`src/xbar_pkg.sv`:
```
`default_nettype none

package xbar_pkg;

	//////////////////////////////////////////////////
	// bus widths
	//////////////////////////////////////////////////
	parameter int addr_w = 32;
	parameter int data_w = 32;

	//////////////////////////////////////////////////
	// axi codes
	//////////////////////////////////////////////////
	parameter logic [1:0] resp_okay   = 2'b00;
	parameter logic [1:0] resp_slverr = 2'b10;

	parameter logic [1:0] burst_incr = 2'b01;
	parameter logic [2:0] size_word  = 3'b010; // 4 bytes

	// machine timer, counted whole, read out in halves
	typedef struct packed {
		logic [31:0] hi;
		logic [31:0] lo;
	} mtime_half_t;

	typedef union packed {
		logic [63:0] count;
		mtime_half_t half;
	} mtime_word_u;

endpackage

`default_nettype wire

```
`src/fetch_unit.sv`:
```
`timescale 1ns/1ps
`default_nettype none

module fetch_unit #(
	parameter int fetch_beats = 4
) (
	input  wire                          clock,
	input  wire                          rst_n,

	input  wire                          fetch_req,
	input  wire  [xbar_pkg::addr_w-1:0]  fetch_addr,
	output logic                         fetch_busy,
	output logic                         inst_valid,
	output logic [xbar_pkg::data_w-1:0]  inst_word,
	output logic                         inst_err,
	output logic                         fetch_done,

	output logic [xbar_pkg::addr_w-1:0]  ifu_araddr,
	output logic                         ifu_arvalid,
	output logic [3:0]                   ifu_arlen,
	output logic [1:0]                   ifu_arburst,
	input  wire                          ifu_arready,

	input  wire  [xbar_pkg::data_w-1:0]  ifu_rdata,
	input  wire  [1:0]                   ifu_rresp,
	input  wire                          ifu_rvalid,
	input  wire                          ifu_rlast,
	output logic                         ifu_rready
);

	localparam logic [1:0] st_idle = 2'd0;
	localparam logic [1:0] st_addr = 2'd1;
	localparam logic [1:0] st_data = 2'd2;

	localparam logic [3:0] last_beat = 4'(fetch_beats - 1);

	logic [1:0] state;
	logic [3:0] beat_cnt;
	logic       r_fire;

	assign r_fire = ifu_rvalid & ifu_rready;

	always_ff @(posedge clock) begin
		if (!rst_n) begin
			state    <= st_idle;
			beat_cnt <= '0;
		end else begin
			case (state)
				st_idle: if (fetch_req) begin
					state    <= st_addr;
					beat_cnt <= '0;
				end
				st_addr: if (ifu_arready) state <= st_data;
				st_data: if (r_fire) begin
					beat_cnt <= beat_cnt + 4'd1;
					if (beat_cnt == last_beat) state <= st_idle;
				end
				default: state <= st_idle;
			endcase
		end
	end

	// burst start address, held while arvalid is up
	always_ff @(posedge clock) begin
		if (state == st_idle && fetch_req) ifu_araddr <= fetch_addr;
	end

	assign ifu_arvalid = (state == st_addr);
	assign ifu_arlen   = last_beat;
	assign ifu_arburst = xbar_pkg::burst_incr;
	assign ifu_rready  = (state == st_data);

	assign fetch_busy = (state != st_idle);
	assign inst_valid = r_fire;
	assign inst_word  = ifu_rdata;
	assign inst_err   = (ifu_rresp != xbar_pkg::resp_okay);
	assign fetch_done = r_fire & (beat_cnt == last_beat);

	// slave must close the burst on the beat we counted
	a_rlast_on_count: assert property (@(posedge clock) disable iff (!rst_n)
		r_fire |-> (ifu_rlast == (beat_cnt == last_beat)));

endmodule

`default_nettype wire

```
`src/load_store_unit.sv`:
```
`timescale 1ns/1ps
`default_nettype none

module load_store_unit (
	input  wire                          clock,
	input  wire                          rst_n,

	input  wire                          mem_req,
	input  wire                          mem_we,
	input  wire  [xbar_pkg::addr_w-1:0]  mem_addr,
	input  wire  [xbar_pkg::data_w-1:0]  mem_wdata,
	input  wire  [3:0]                   mem_wstrb,
	output logic                         lsu_busy,
	output logic                         mem_done,
	output logic [xbar_pkg::data_w-1:0]  mem_rdata,
	output logic                         mem_err,

	output logic [xbar_pkg::addr_w-1:0]  lsu_araddr,
	output logic                         lsu_arvalid,
	output logic [2:0]                   lsu_arsize,
	input  wire                          lsu_arready,
	input  wire  [xbar_pkg::data_w-1:0]  lsu_rdata,
	input  wire  [1:0]                   lsu_rresp,
	input  wire                          lsu_rvalid,
	output logic                         lsu_rready,

	output logic [xbar_pkg::addr_w-1:0]  lsu_awaddr,
	output logic                         lsu_awvalid,
	output logic [2:0]                   lsu_awsize,
	input  wire                          lsu_awready,
	output logic [xbar_pkg::data_w-1:0]  lsu_wdata,
	output logic [3:0]                   lsu_wstrb,
	output logic                         lsu_wvalid,
	input  wire                          lsu_wready,
	input  wire  [1:0]                   lsu_bresp,
	input  wire                          lsu_bvalid,
	output logic                         lsu_bready
);

	localparam logic [1:0] st_idle  = 2'd0;
	localparam logic [1:0] st_read  = 2'd1;
	localparam logic [1:0] st_write = 2'd2;
	localparam logic [1:0] st_bresp = 2'd3;

	logic [1:0]                  state;
	logic                        aw_done, w_done;
	logic                        ar_sent;
	logic                        aw_fire, w_fire, r_fire, b_fire;
	logic [xbar_pkg::addr_w-1:0] addr_q;
	logic [xbar_pkg::data_w-1:0] rdata_q;

	assign aw_fire = lsu_awvalid & lsu_awready;
	assign w_fire  = lsu_wvalid & lsu_wready;
	assign r_fire  = lsu_rvalid & lsu_rready;
	assign b_fire  = lsu_bvalid & lsu_bready;

	always_ff @(posedge clock) begin
		if (!rst_n) begin
			state   <= st_idle;
			aw_done <= 1'b0;
			w_done  <= 1'b0;
		end else begin
			case (state)
				st_idle: if (mem_req) begin
					state   <= mem_we ? st_write : st_read;
					aw_done <= 1'b0;
					w_done  <= 1'b0;
				end
				st_read: if (r_fire) state <= st_idle;
				st_write: begin
					aw_done <= aw_done | aw_fire;
					w_done  <= w_done | w_fire;
					// channels may finish in either order
					if ((aw_done | aw_fire) && (w_done | w_fire)) state <= st_bresp;
				end
				st_bresp: if (b_fire) state <= st_idle;
				default: state <= st_idle;
			endcase
		end
	end

	always_ff @(posedge clock) begin
		if (state == st_idle && mem_req) begin
			addr_q    <= mem_addr;
			lsu_wdata <= mem_wdata;
			lsu_wstrb <= mem_wstrb;
		end
		if (r_fire) rdata_q <= lsu_rdata;
	end

	assign lsu_araddr  = addr_q;
	assign lsu_arvalid = (state == st_read) & ~r_fire & ~ar_sent;
	assign lsu_arsize  = xbar_pkg::size_word;
	assign lsu_rready  = (state == st_read);

	assign lsu_awaddr  = addr_q;
	assign lsu_awvalid = (state == st_write) & ~aw_done;
	assign lsu_awsize  = xbar_pkg::size_word;
	assign lsu_wvalid  = (state == st_write) & ~w_done;
	assign lsu_bready  = (state == st_bresp);

	// ar only once per load
	always_ff @(posedge clock) begin
		if (!rst_n) ar_sent <= 1'b0;
		else if (state != st_read) ar_sent <= 1'b0;
		else if (lsu_arvalid && lsu_arready) ar_sent <= 1'b1;
	end

	assign lsu_busy  = (state != st_idle);
	assign mem_done  = r_fire | b_fire;
	assign mem_rdata = r_fire ? lsu_rdata : rdata_q;
	assign mem_err   = r_fire ? (lsu_rresp != xbar_pkg::resp_okay)
	                          : (b_fire & (lsu_bresp != xbar_pkg::resp_okay));

	// core must not issue while a transfer is open
	a_no_req_busy: assert property (@(posedge clock) disable iff (!rst_n)
		mem_req |-> !lsu_busy);

endmodule

`default_nettype wire

```
`src/bus_xbar.sv`:
```
`timescale 1ns/1ps
`default_nettype none

module bus_xbar #(
	parameter logic [31:0] clint_base = 32'h0200_0000,
	parameter logic [31:0] clint_size = 32'h0001_0000
) (
	input  wire         clock,
	input  wire         rst_n,

	input  wire  [31:0] ifu_araddr,
	input  wire         ifu_arvalid,
	input  wire  [3:0]  ifu_arlen,
	input  wire  [1:0]  ifu_arburst,
	output logic        ifu_arready,
	output logic [31:0] ifu_rdata,
	output logic [1:0]  ifu_rresp,
	output logic        ifu_rvalid,
	output logic        ifu_rlast,
	input  wire         ifu_rready,

	input  wire  [31:0] lsu_araddr,
	input  wire         lsu_arvalid,
	input  wire  [2:0]  lsu_arsize,
	output logic        lsu_arready,
	output logic [31:0] lsu_rdata,
	output logic [1:0]  lsu_rresp,
	output logic        lsu_rvalid,
	input  wire         lsu_rready,
	input  wire  [31:0] lsu_awaddr,
	input  wire         lsu_awvalid,
	input  wire  [2:0]  lsu_awsize,
	output logic        lsu_awready,
	input  wire  [31:0] lsu_wdata,
	input  wire  [3:0]  lsu_wstrb,
	input  wire         lsu_wvalid,
	output logic        lsu_wready,
	output logic [1:0]  lsu_bresp,
	output logic        lsu_bvalid,
	input  wire         lsu_bready,

	input  wire         io_master_awready,
	output logic        io_master_awvalid,
	output logic [31:0] io_master_awaddr,
	output logic [3:0]  io_master_awid,
	output logic [7:0]  io_master_awlen,
	output logic [2:0]  io_master_awsize,
	output logic [1:0]  io_master_awburst,
	input  wire         io_master_wready,
	output logic        io_master_wvalid,
	output logic [31:0] io_master_wdata,
	output logic [3:0]  io_master_wstrb,
	output logic        io_master_wlast,
	output logic        io_master_bready,
	input  wire         io_master_bvalid,
	input  wire  [1:0]  io_master_bresp,
	input  wire  [3:0]  io_master_bid,
	input  wire         io_master_arready,
	output logic        io_master_arvalid,
	output logic [31:0] io_master_araddr,
	output logic [3:0]  io_master_arid,
	output logic [7:0]  io_master_arlen,
	output logic [2:0]  io_master_arsize,
	output logic [1:0]  io_master_arburst,
	output logic        io_master_rready,
	input  wire         io_master_rvalid,
	input  wire  [1:0]  io_master_rresp,
	input  wire  [31:0] io_master_rdata,
	input  wire         io_master_rlast,
	input  wire  [3:0]  io_master_rid,

	output logic [31:0] clint_araddr,
	output logic        clint_arvalid,
	input  wire         clint_arready,
	input  wire  [31:0] clint_rdata,
	input  wire  [1:0]  clint_rresp,
	input  wire         clint_rvalid,
	output logic        clint_rready
);

	localparam logic [1:0] own_idle  = 2'd0;
	localparam logic [1:0] own_fetch = 2'd1;
	localparam logic [1:0] own_load  = 2'd2;

	logic [1:0] owner;
	logic       clint_sel; // latched at grant
	logic       in_window;
	logic       is_fetch, is_load, to_soc, to_clint;

	assign in_window = (lsu_araddr >= clint_base) && ((lsu_araddr - clint_base) < clint_size);

	//////////////////////////////////////////////////
	// read owner
	//////////////////////////////////////////////////
	always_ff @(posedge clock) begin
		if (!rst_n) begin
			owner     <= own_idle;
			clint_sel <= 1'b0;
		end else begin
			case (owner)
				own_idle: if (ifu_arvalid) begin
					owner <= own_fetch; // fetch has priority
				end else if (lsu_arvalid) begin
					owner     <= own_load;
					clint_sel <= in_window;
				end
				own_fetch: if (ifu_rvalid && ifu_rready && ifu_rlast) owner <= own_idle;
				own_load:  if (lsu_rvalid && lsu_rready) owner <= own_idle;
				default:   owner <= own_idle;
			endcase
		end
	end

	assign is_fetch = (owner == own_fetch);
	assign is_load  = (owner == own_load);
	assign to_soc   = is_load & ~clint_sel;
	assign to_clint = is_load & clint_sel;

	//////////////////////////////////////////////////
	// read steering
	//////////////////////////////////////////////////
	assign io_master_arvalid = (is_fetch & ifu_arvalid) | (to_soc & lsu_arvalid);
	assign io_master_araddr  = is_fetch ? ifu_araddr : lsu_araddr;
	assign io_master_arid    = 4'd0;
	assign io_master_arlen   = is_fetch ? {4'd0, ifu_arlen} : 8'd0;
	assign io_master_arsize  = is_fetch ? xbar_pkg::size_word : lsu_arsize;
	assign io_master_arburst = is_fetch ? ifu_arburst : xbar_pkg::burst_incr;
	assign io_master_rready  = (is_fetch & ifu_rready) | (to_soc & lsu_rready);

	assign clint_arvalid = to_clint & lsu_arvalid;
	assign clint_araddr  = lsu_araddr;
	assign clint_rready  = to_clint & lsu_rready;

	assign ifu_arready = is_fetch & io_master_arready;
	assign ifu_rvalid  = is_fetch & io_master_rvalid;
	assign ifu_rdata   = io_master_rdata;
	assign ifu_rresp   = io_master_rresp;
	assign ifu_rlast   = is_fetch & io_master_rlast;

	assign lsu_arready = to_soc ? io_master_arready : (to_clint & clint_arready);
	assign lsu_rvalid  = to_soc ? io_master_rvalid : (to_clint & clint_rvalid);
	assign lsu_rdata   = clint_sel ? clint_rdata : io_master_rdata;
	assign lsu_rresp   = clint_sel ? clint_rresp : io_master_rresp;

	// writes go straight out, single beat
	assign io_master_awvalid = lsu_awvalid;
	assign io_master_awaddr  = lsu_awaddr;
	assign io_master_awid    = 4'd0;
	assign io_master_awlen   = 8'd0;
	assign io_master_awsize  = lsu_awsize;
	assign io_master_awburst = xbar_pkg::burst_incr;
	assign lsu_awready       = io_master_awready;
	assign io_master_wvalid  = lsu_wvalid;
	assign io_master_wdata   = lsu_wdata;
	assign io_master_wstrb   = lsu_wstrb;
	assign io_master_wlast   = lsu_wvalid;
	assign lsu_wready        = io_master_wready;
	assign io_master_bready  = lsu_bready;
	assign lsu_bvalid        = io_master_bvalid;
	assign lsu_bresp         = io_master_bresp;

	a_one_ar_target: assert property (@(posedge clock) disable iff (!rst_n)
		!(io_master_arvalid && clint_arvalid));

	a_resp_to_owner: assert property (@(posedge clock) disable iff (!rst_n)
		(ifu_rvalid |-> owner == own_fetch) and (lsu_rvalid |-> owner == own_load));

	// ids are never anything but zero here
	a_zero_ids: assert property (@(posedge clock) disable iff (!rst_n)
		(io_master_rvalid |-> io_master_rid == 4'd0) and
		(io_master_bvalid |-> io_master_bid == 4'd0));

endmodule

`default_nettype wire

```
`src/clint.sv`:
```
`timescale 1ns/1ps
`default_nettype none

module clint (
	input  wire                          clock,
	input  wire                          rst_n,

	input  wire  [xbar_pkg::addr_w-1:0]  araddr,
	input  wire                          arvalid,
	output logic                         arready,

	output logic [xbar_pkg::data_w-1:0]  rdata,
	output logic [1:0]                   rresp,
	output logic                         rvalid,
	input  wire                          rready
);

	xbar_pkg::mtime_word_u mtime;
	logic                  ar_fire;
	logic [15:0]           offset; // within the 64 KiB window

	assign ar_fire = arvalid & arready;
	assign offset  = araddr[15:0];

	always_ff @(posedge clock) begin
		if (!rst_n) mtime.count <= 64'd0;
		else        mtime.count <= mtime.count + 64'd1;
	end

	always_ff @(posedge clock) begin
		if (!rst_n) rvalid <= 1'b0;
		else if (ar_fire) rvalid <= 1'b1;
		else if (rready) rvalid <= 1'b0; // held until taken
	end

	// snapshot taken at the ar beat
	always_ff @(posedge clock) begin
		if (ar_fire) begin
			case (offset)
				16'h0000: begin
					rdata <= mtime.half.lo;
					rresp <= xbar_pkg::resp_okay;
				end
				16'h0004: begin
					rdata <= mtime.half.hi;
					rresp <= xbar_pkg::resp_okay;
				end
				default: begin
					rdata <= '0;
					rresp <= xbar_pkg::resp_slverr;
				end
			endcase
		end
	end

	assign arready = ~rvalid;

endmodule

`default_nettype wire

```
`src/mem_subsystem_top.sv`:
```
`timescale 1ns/1ps
`default_nettype none

module mem_subsystem_top #(
	parameter logic [31:0] clint_base  = 32'h0200_0000,
	parameter logic [31:0] clint_size  = 32'h0001_0000,
	parameter int          fetch_beats = 4
) (
	input  wire         clock,
	input  wire         rst_n,

	// fetch side
	input  wire         fetch_req,
	input  wire  [31:0] fetch_addr,
	output logic        fetch_busy,
	output logic        inst_valid,
	output logic [31:0] inst_word,
	output logic        inst_err,
	output logic        fetch_done,

	// load/store side
	input  wire         mem_req,
	input  wire         mem_we,
	input  wire  [31:0] mem_addr,
	input  wire  [31:0] mem_wdata,
	input  wire  [3:0]  mem_wstrb,
	output logic        lsu_busy,
	output logic        mem_done,
	output logic [31:0] mem_rdata,
	output logic        mem_err,

	// external master
	input  wire         io_master_awready,
	output logic        io_master_awvalid,
	output logic [31:0] io_master_awaddr,
	output logic [3:0]  io_master_awid,
	output logic [7:0]  io_master_awlen,
	output logic [2:0]  io_master_awsize,
	output logic [1:0]  io_master_awburst,
	input  wire         io_master_wready,
	output logic        io_master_wvalid,
	output logic [31:0] io_master_wdata,
	output logic [3:0]  io_master_wstrb,
	output logic        io_master_wlast,
	output logic        io_master_bready,
	input  wire         io_master_bvalid,
	input  wire  [1:0]  io_master_bresp,
	input  wire  [3:0]  io_master_bid,
	input  wire         io_master_arready,
	output logic        io_master_arvalid,
	output logic [31:0] io_master_araddr,
	output logic [3:0]  io_master_arid,
	output logic [7:0]  io_master_arlen,
	output logic [2:0]  io_master_arsize,
	output logic [1:0]  io_master_arburst,
	output logic        io_master_rready,
	input  wire         io_master_rvalid,
	input  wire  [1:0]  io_master_rresp,
	input  wire  [31:0] io_master_rdata,
	input  wire         io_master_rlast,
	input  wire  [3:0]  io_master_rid
);

	wire [31:0] ifu_araddr, ifu_rdata;
	wire [3:0]  ifu_arlen;
	wire [1:0]  ifu_arburst, ifu_rresp;
	wire        ifu_arvalid, ifu_arready, ifu_rvalid, ifu_rlast, ifu_rready;

	wire [31:0] lsu_araddr, lsu_rdata, lsu_awaddr, lsu_wdata;
	wire [2:0]  lsu_arsize, lsu_awsize;
	wire [3:0]  lsu_wstrb;
	wire [1:0]  lsu_rresp, lsu_bresp;
	wire        lsu_arvalid, lsu_arready, lsu_rvalid, lsu_rready;
	wire        lsu_awvalid, lsu_awready, lsu_wvalid, lsu_wready;
	wire        lsu_bvalid, lsu_bready;

	wire [31:0] clint_araddr, clint_rdata;
	wire [1:0]  clint_rresp;
	wire        clint_arvalid, clint_arready, clint_rvalid, clint_rready;

	fetch_unit #(.fetch_beats(fetch_beats)) u_fetch (.*);

	load_store_unit u_lsu (.*);

	bus_xbar #(
		.clint_base(clint_base),
		.clint_size(clint_size)
	) u_xbar (.*);

	clint u_clint (
		.clock   (clock),
		.rst_n   (rst_n),
		.araddr  (clint_araddr),
		.arvalid (clint_arvalid),
		.arready (clint_arready),
		.rdata   (clint_rdata),
		.rresp   (clint_rresp),
		.rvalid  (clint_rvalid),
		.rready  (clint_rready)
	);

endmodule

`default_nettype wire

```
`config.mk`:
```
export PLATFORM = sky130hd
export DESIGN_NAME = mem_subsystem_top
export DESIGN_NICKNAME = d
export VERILOG_FILES = /design/src/xbar_pkg.sv /design/src/fetch_unit.sv /design/src/load_store_unit.sv /design/src/bus_xbar.sv /design/src/clint.sv /design/src/mem_subsystem_top.sv
export SDC_FILE = /design/constraint.sdc
export NUM_CORES = 1
export LEC_CHECK = 0
export ABC_CLOCK_PERIOD_IN_PS = 5800
export BUFFER_PORTS_ARGS = -buffer_cell sky130_fd_sc_hd__buf_4
export CAP_MARGIN = 20
export CORE_MARGIN = 5
export CORE_UTILIZATION = 50
export DETAILED_ROUTE_END_ITERATION = 7
export GPL_ROUTABILITY_DRIVEN = 0
export HOLD_SLACK_MARGIN = 0.1
export PLACE_DENSITY = 0.81
export SYNTH_ARGS = -nofsm -noshare
export SYNTH_HDL_FRONTEND = slang
export SYNTH_HIERARCHICAL = 1
export SYNTH_SLANG_ARGS = --single-unit
```
`constraint.sdc`:
```
create_clock -name clock -period 5.8 [get_ports clock]
set_clock_uncertainty 0.2 [all_clocks]
set_input_delay 0.29 -clock clock [delete_from_list [all_inputs] [get_ports clock]]
set_output_delay 0.29 -clock clock [all_outputs]
set_load 0.05 [all_outputs]
```
Word-level counts from Yosys, hierarchy flattened
Cells that the tools add are included.
{ "word_totals": {"out_inout_bits": 211, "word_cells": 143, "reg_bits": 245, "input_bits": 155} }
{ "op_classes": {"n_lt_le_gt_ge": 2, "eq_ne": 21, "addsub": 3, "bitwise": 38, "n_mux": 34, "n_reduce_logical": 28} }
{ "op_table": {"columns": ["cell", "count"], "rows": [
  ["$mux W32", 3],
  ["$add A64 B1 Y64 const B", 1],
  ["$pmux W32 S2", 1],
  ["$ge A32 B26 Y1 const B", 1],
  ["$lt A32 B17 Y1 const B", 1],
  ["$mux W2", 16],
  ["$sub A32 B26 Y32 const B", 1],
  ["$and A1 B1 Y1", 25],
  ["$ne A2 B2 Y1 const B", 9],
  ["$eq A16 B3 Y1 const B", 1],
  ["$logic_not A16 Y1", 1],
  ["$reduce_bool A2 Y1", 8],
  ["$pmux W2 S3", 2],
  ["$reduce_and A3 Y1", 3],
  ["$eq A2 B2 Y1 const B", 4],
  ["$logic_and A1 B1 Y1", 8],
  ["$mux W4", 2],
  ["$not A1 Y1", 8],
  ["$pmux W2 S4", 1],
  ["$pmux W4 S2", 1],
  ["$reduce_and A4 Y1", 2],
  ["$eq A2 B1 Y1 const B", 3],
  ["$logic_not A2 Y1", 3],
  ["$mux W1", 6],
  ["other kinds (8)", 15]
]} }

Longest topological paths before layout
{ "logic_depth": {"depth_word": 11, "mapped_depth": 8} }

By module
The synthesis kept the hierarchy.
{ "by_module_without_submodules": {"columns": ["mod", "cells_each", "area_per_inst_um2", "instances", "seq_area_each_um2"], "rows": [
  ["clint", 481, 4548.1, 1, 2292.2],
  ["load_store_unit", 217, 3806.2, 1, 2782.7],
  ["bus_xbar", 358, 2432.3, 1, 60.1],
  ["fetch_unit", 113, 1601.5, 1, 1081.0]
]} }

Worst setup path before layout
No wires, ideal clock.
{ "synth_timing": {"path_kind": "register -> register", "start": "register u_lsu.state[0]", "end": "register u_lsu.addr_q, in the netlist u_lsu/lsu_araddr[0], enable pin", "stages_incl_launch_ff": 4, "period_less_slack_ps": 4503, "setup_ps": 495, "arrival_time_ps": 3808, "path_buffers": 1, "setup_slack_ps": 1297, "cell_sequence": "dfxtp_1 clkbuf_2 or2_2 nor2_1"} }
{ "synth_via": {"elab_chain_cells": 2} }
{ "synth_lines": {"columns": ["element", "line_no", "rtl"], "rows": [
  ["start, declared", "load_store_unit.sv:45", "logic [1:0] state;"],
  ["start signal, assigned", "load_store_unit.sv:59", "state <= st_idle;"],
  ["start signal, assigned", "load_store_unit.sv:65", "state <= mem_we ? st_write : st_read;"],
  ["start signal, assigned", "load_store_unit.sv:69", "st_read: if (r_fire) state <= st_idle;"],
  ["$logic_not A2 Y1", "load_store_unit.sv:83", "if (state == st_idle && mem_req) begin"],
  ["$logic_and A1 B1 Y1", "load_store_unit.sv:83", null],
  ["end signal, assigned", "load_store_unit.sv:84", "addr_q <= mem_addr;"],
  ["end, declared", "load_store_unit.sv:49", "logic [xbar_pkg::addr_w-1:0] addr_q;"]
]} }
No other way between the ends.
A chain may end at the register's enable or synchronous reset.

Worst setup path in the final report
{ "layout_timing": {"start": "register u_xbar.clint_sel", "end": "output port mem_err"} }
{ "layout_via": {"elab_chain_cells": 5, "word_cells_on_any_way": 9} }
{ "layout_lines": {"columns": ["element", "line_no", "rtl"], "rows": [
  ["start, declared", "bus_xbar.sv:86", "logic clint_sel;"],
  ["start signal, assigned", "bus_xbar.sv:105", "clint_sel <= in_window;"],
  ["$and A1 B1 Y1 or $not A1 Y1 (tied branches)", "bus_xbar.sv:117, bus_xbar.sv:116", null],
  ["$and A1 B1 Y1 (on tied branches)", "bus_xbar.sv:141, bus_xbar.sv:116", null],
  ["$mux W1 *", "bus_xbar.sv:141", "assign lsu_rvalid = to_soc ? io_master_rvalid : (to_clint & clint_rvalid);"],
  ["via lsu_rvalid", "mem_subsystem_top.sv:73", "wire lsu_arvalid, lsu_arready, lsu_rvalid, lsu_rready;"],
  ["$and A1 B1 Y1 *", "load_store_unit.sv:54", "assign r_fire = lsu_rvalid & lsu_rready;"],
  ["$mux W1 *", "load_store_unit.sv:112", "assign mem_err = r_fire ? (lsu_rresp != xbar_pkg::resp_okay)"],
  ["end, declared", "mem_subsystem_top.sv:30", "output logic mem_err,"]
]} }
Mark *: on every way through the listed nets, which the timed path passes. The rest lies on a longest branch.

==> impl_metrics.toml <==
[outcome]
status = "completed"

[timing]
tns_ns = 0
slew_headroom_pct = 29.90
fin_hold_ws_ns = 0.1960
worst_pin_slew_ns = 1.049
setup_viol = 0
hold_viol = 0
fmax_mhz = 250.5
period_share_pct = 68.82
rsz0062_at_grt = "false"
final.setup.worst_slack_ns = 1.808
drv_slew = 0
period_needed_ns = 3.992

[setup_path]
crit_start = "u_xbar/clint_sel"
worstSetupPathType = "reg2out"
arrival_ns = 3.50
end_kind = "output pin"
required_ns = 5.31
path_max_fanout = 40
worstSetupStartpointType = "register"
regToRegSetupSlack_ns = 2.61
r2r_start = "u_clint/mtime[12]"

[run]
drv_cap = 0

[clock_network]
ctsHtreeMaxLevel = 1
cts.sinks = 244
cts_tree = "built"
postCtsSetupBuffers = 0
cts_buffers = 27
clk_pin_slew_ns = 0.06
clockBufferDepth = 3
cts-root-buf = "clkbuf_16"
hold_buffers = 146
clk_latency_ns = 0.54
cts-resized-gates = 0

[floorplan]
rows = 57
die_w_um = 166.6
ios = 366
core_area_sq_mm = 0.02425
die_h_um = 166.6
initial_utilization_pct = 50.57
die_area_sq_mm = 0.02776

[synth]
syn_area_sq_mm = 0.01226
syn_avg_cell_area_sq_um = 10.64
syn_inst = 1152
yosysWarnings = 6

[hold_path]
hold_start = "io_master_rvalid"
hp-class = "in2reg"

[power_and_ir_drop]
ir_drop_mv = 0.2542
total_power_mw = 4.907
p_leak_nw = 6.487
p_per_area_mw_per_mm2 = 310.7

[drt]
drtIter0Drc = 865
drtAntennaViolNets = 0
vias = 9307
avgRoutedWirePerCell_um = 19.31
first_pass_iters = 5
drt-total-wl_um = 34100
drcViolationCount = 0
vias_per_cell = 5.270

[global_route]
grt_pass1_wl_um = 52810
grt_usage_pct = 23.44
overflow = 0
grt_max_degree = 69
first_global_vias = 9441
antenna_found_initial = 2

[layout]
syn_to_final_growth_pct = 28.81
stdcell_area_sq_mm = 0.01579
multi_input_area_sq_mm = 0.004180
regArea_sq_mm = 0.006217
layoutNonFillerInstCount = 1766
drive_gt1_share_pct = 32.27
finish.utilization_pct = 65.13
fillers = 1696
nets = 1578

[placement]
dp_worst_setup_slack_ns = 2.437
hpwlAfterDp_um = 21600
port_buffers = 325
place_inst = 1568
placed_cell_area_sq_mm = 0.01336
## final timing paths
check                        end  depth (start not counted)
max                      mem_err                          5
min          u_fetch/beat_cnt[0]                          5
max reg2reg    u_clint/mtime[42]                          5
min reg2reg    u_lsu/rdata_q[11]                          1
## report_power, final
part / switching, mW / internal [mW]
combinational: 0.751 / 0.381
clock: 0.723 / 1.06
sequential: 0.0568 / 1.93
## flip-flops by register name (all words and copies together), names as in the netlist
name	count
u_fetch/ifu_araddr	32
u_xbar/owner	2
u_lsu/aw_done	1
u_clint/rvalid	1
u_clint/rresp	1
u_lsu/w_done	1
u_fetch/beat_cnt	4
u_lsu/lsu_araddr	32
u_lsu/rdata_q	32
u_clint/mtime	64
u_lsu/state	2
u_fetch/state	2
u_lsu/lsu_wdata	32
u_clint/rdata	32
u_xbar/clint_sel	1
u_lsu/ar_sent	1
u_lsu/lsu_wstrb	4
## layout by cell type, fill, tap and decap left out, types with 3 or more instances in the layout
| cell type | instances |
|---|---|
| mux2_2 | 39 |
| or4_1 | 4 |
| and2b_1 | 3 |
| xor2_1 | 19 |
| or3_1 | 28 |
| clkinvlp_4 | 4 |
| nand3_1 | 31 |
| nand2_1 | 118 |
| dlygate4sd3_1 | 146 |
| and2_1 | 15 |
| o21ai_0 | 35 |
| mux2_4 | 28 |
| and4_1 | 6 |
| clkinv_2 | 3 |
| clkbuf_16 | 30 |
| dfxtp_1 | 110 |
| nor2b_1 | 5 |
| clkbuf_1 | 3 |
| nor3_1 | 9 |
| nand2b_1 | 6 |
| buf_4 | 331 |
| a21oi_1 | 36 |
| ha_1 | 3 |
| nand3b_1 | 3 |
| edfxtp_1 | 133 |
| or2_2 | 5 |
| and3_1 | 14 |
| xnor2_1 | 13 |
| nand4_1 | 26 |
| conb_1 | 35 |
| inv_1 | 18 |
| o31ai_1 | 6 |
| mux2i_1 | 36 |
| nor4_1 | 13 |
| nor2_1 | 82 |
## routing by layer
layer  vias to the layer above  GRT usage (%)  routed length (um)
met4                         2          8.787                1266
met3                        97          5.831                2857
li1                       4272              -                   -
met5                         -              0                  13
met1                      4444          27.77               12510
met2                       492          41.26               17460
## cell type report
type	instances	share of cell area [%]
antenna	1	0.01584
timing repair buffer	478	25.11
multi-input combinational	650	26.47
clock buffer	35	4.999
inverter	19	0.4516
tap	324	2.567
clock inverter	15	1.022
sequential	244	39.36
## worst max-delay path, stage by stage, from the launching register on
cell      delay (ns)
dfxtp_2         1.00
mux2i_1         0.17
nor2_1          0.37
nand3b_4        0.61
o311a_1         0.58
buf_4           0.20
No activity file was read; power rests on OpenSTA's default activity.
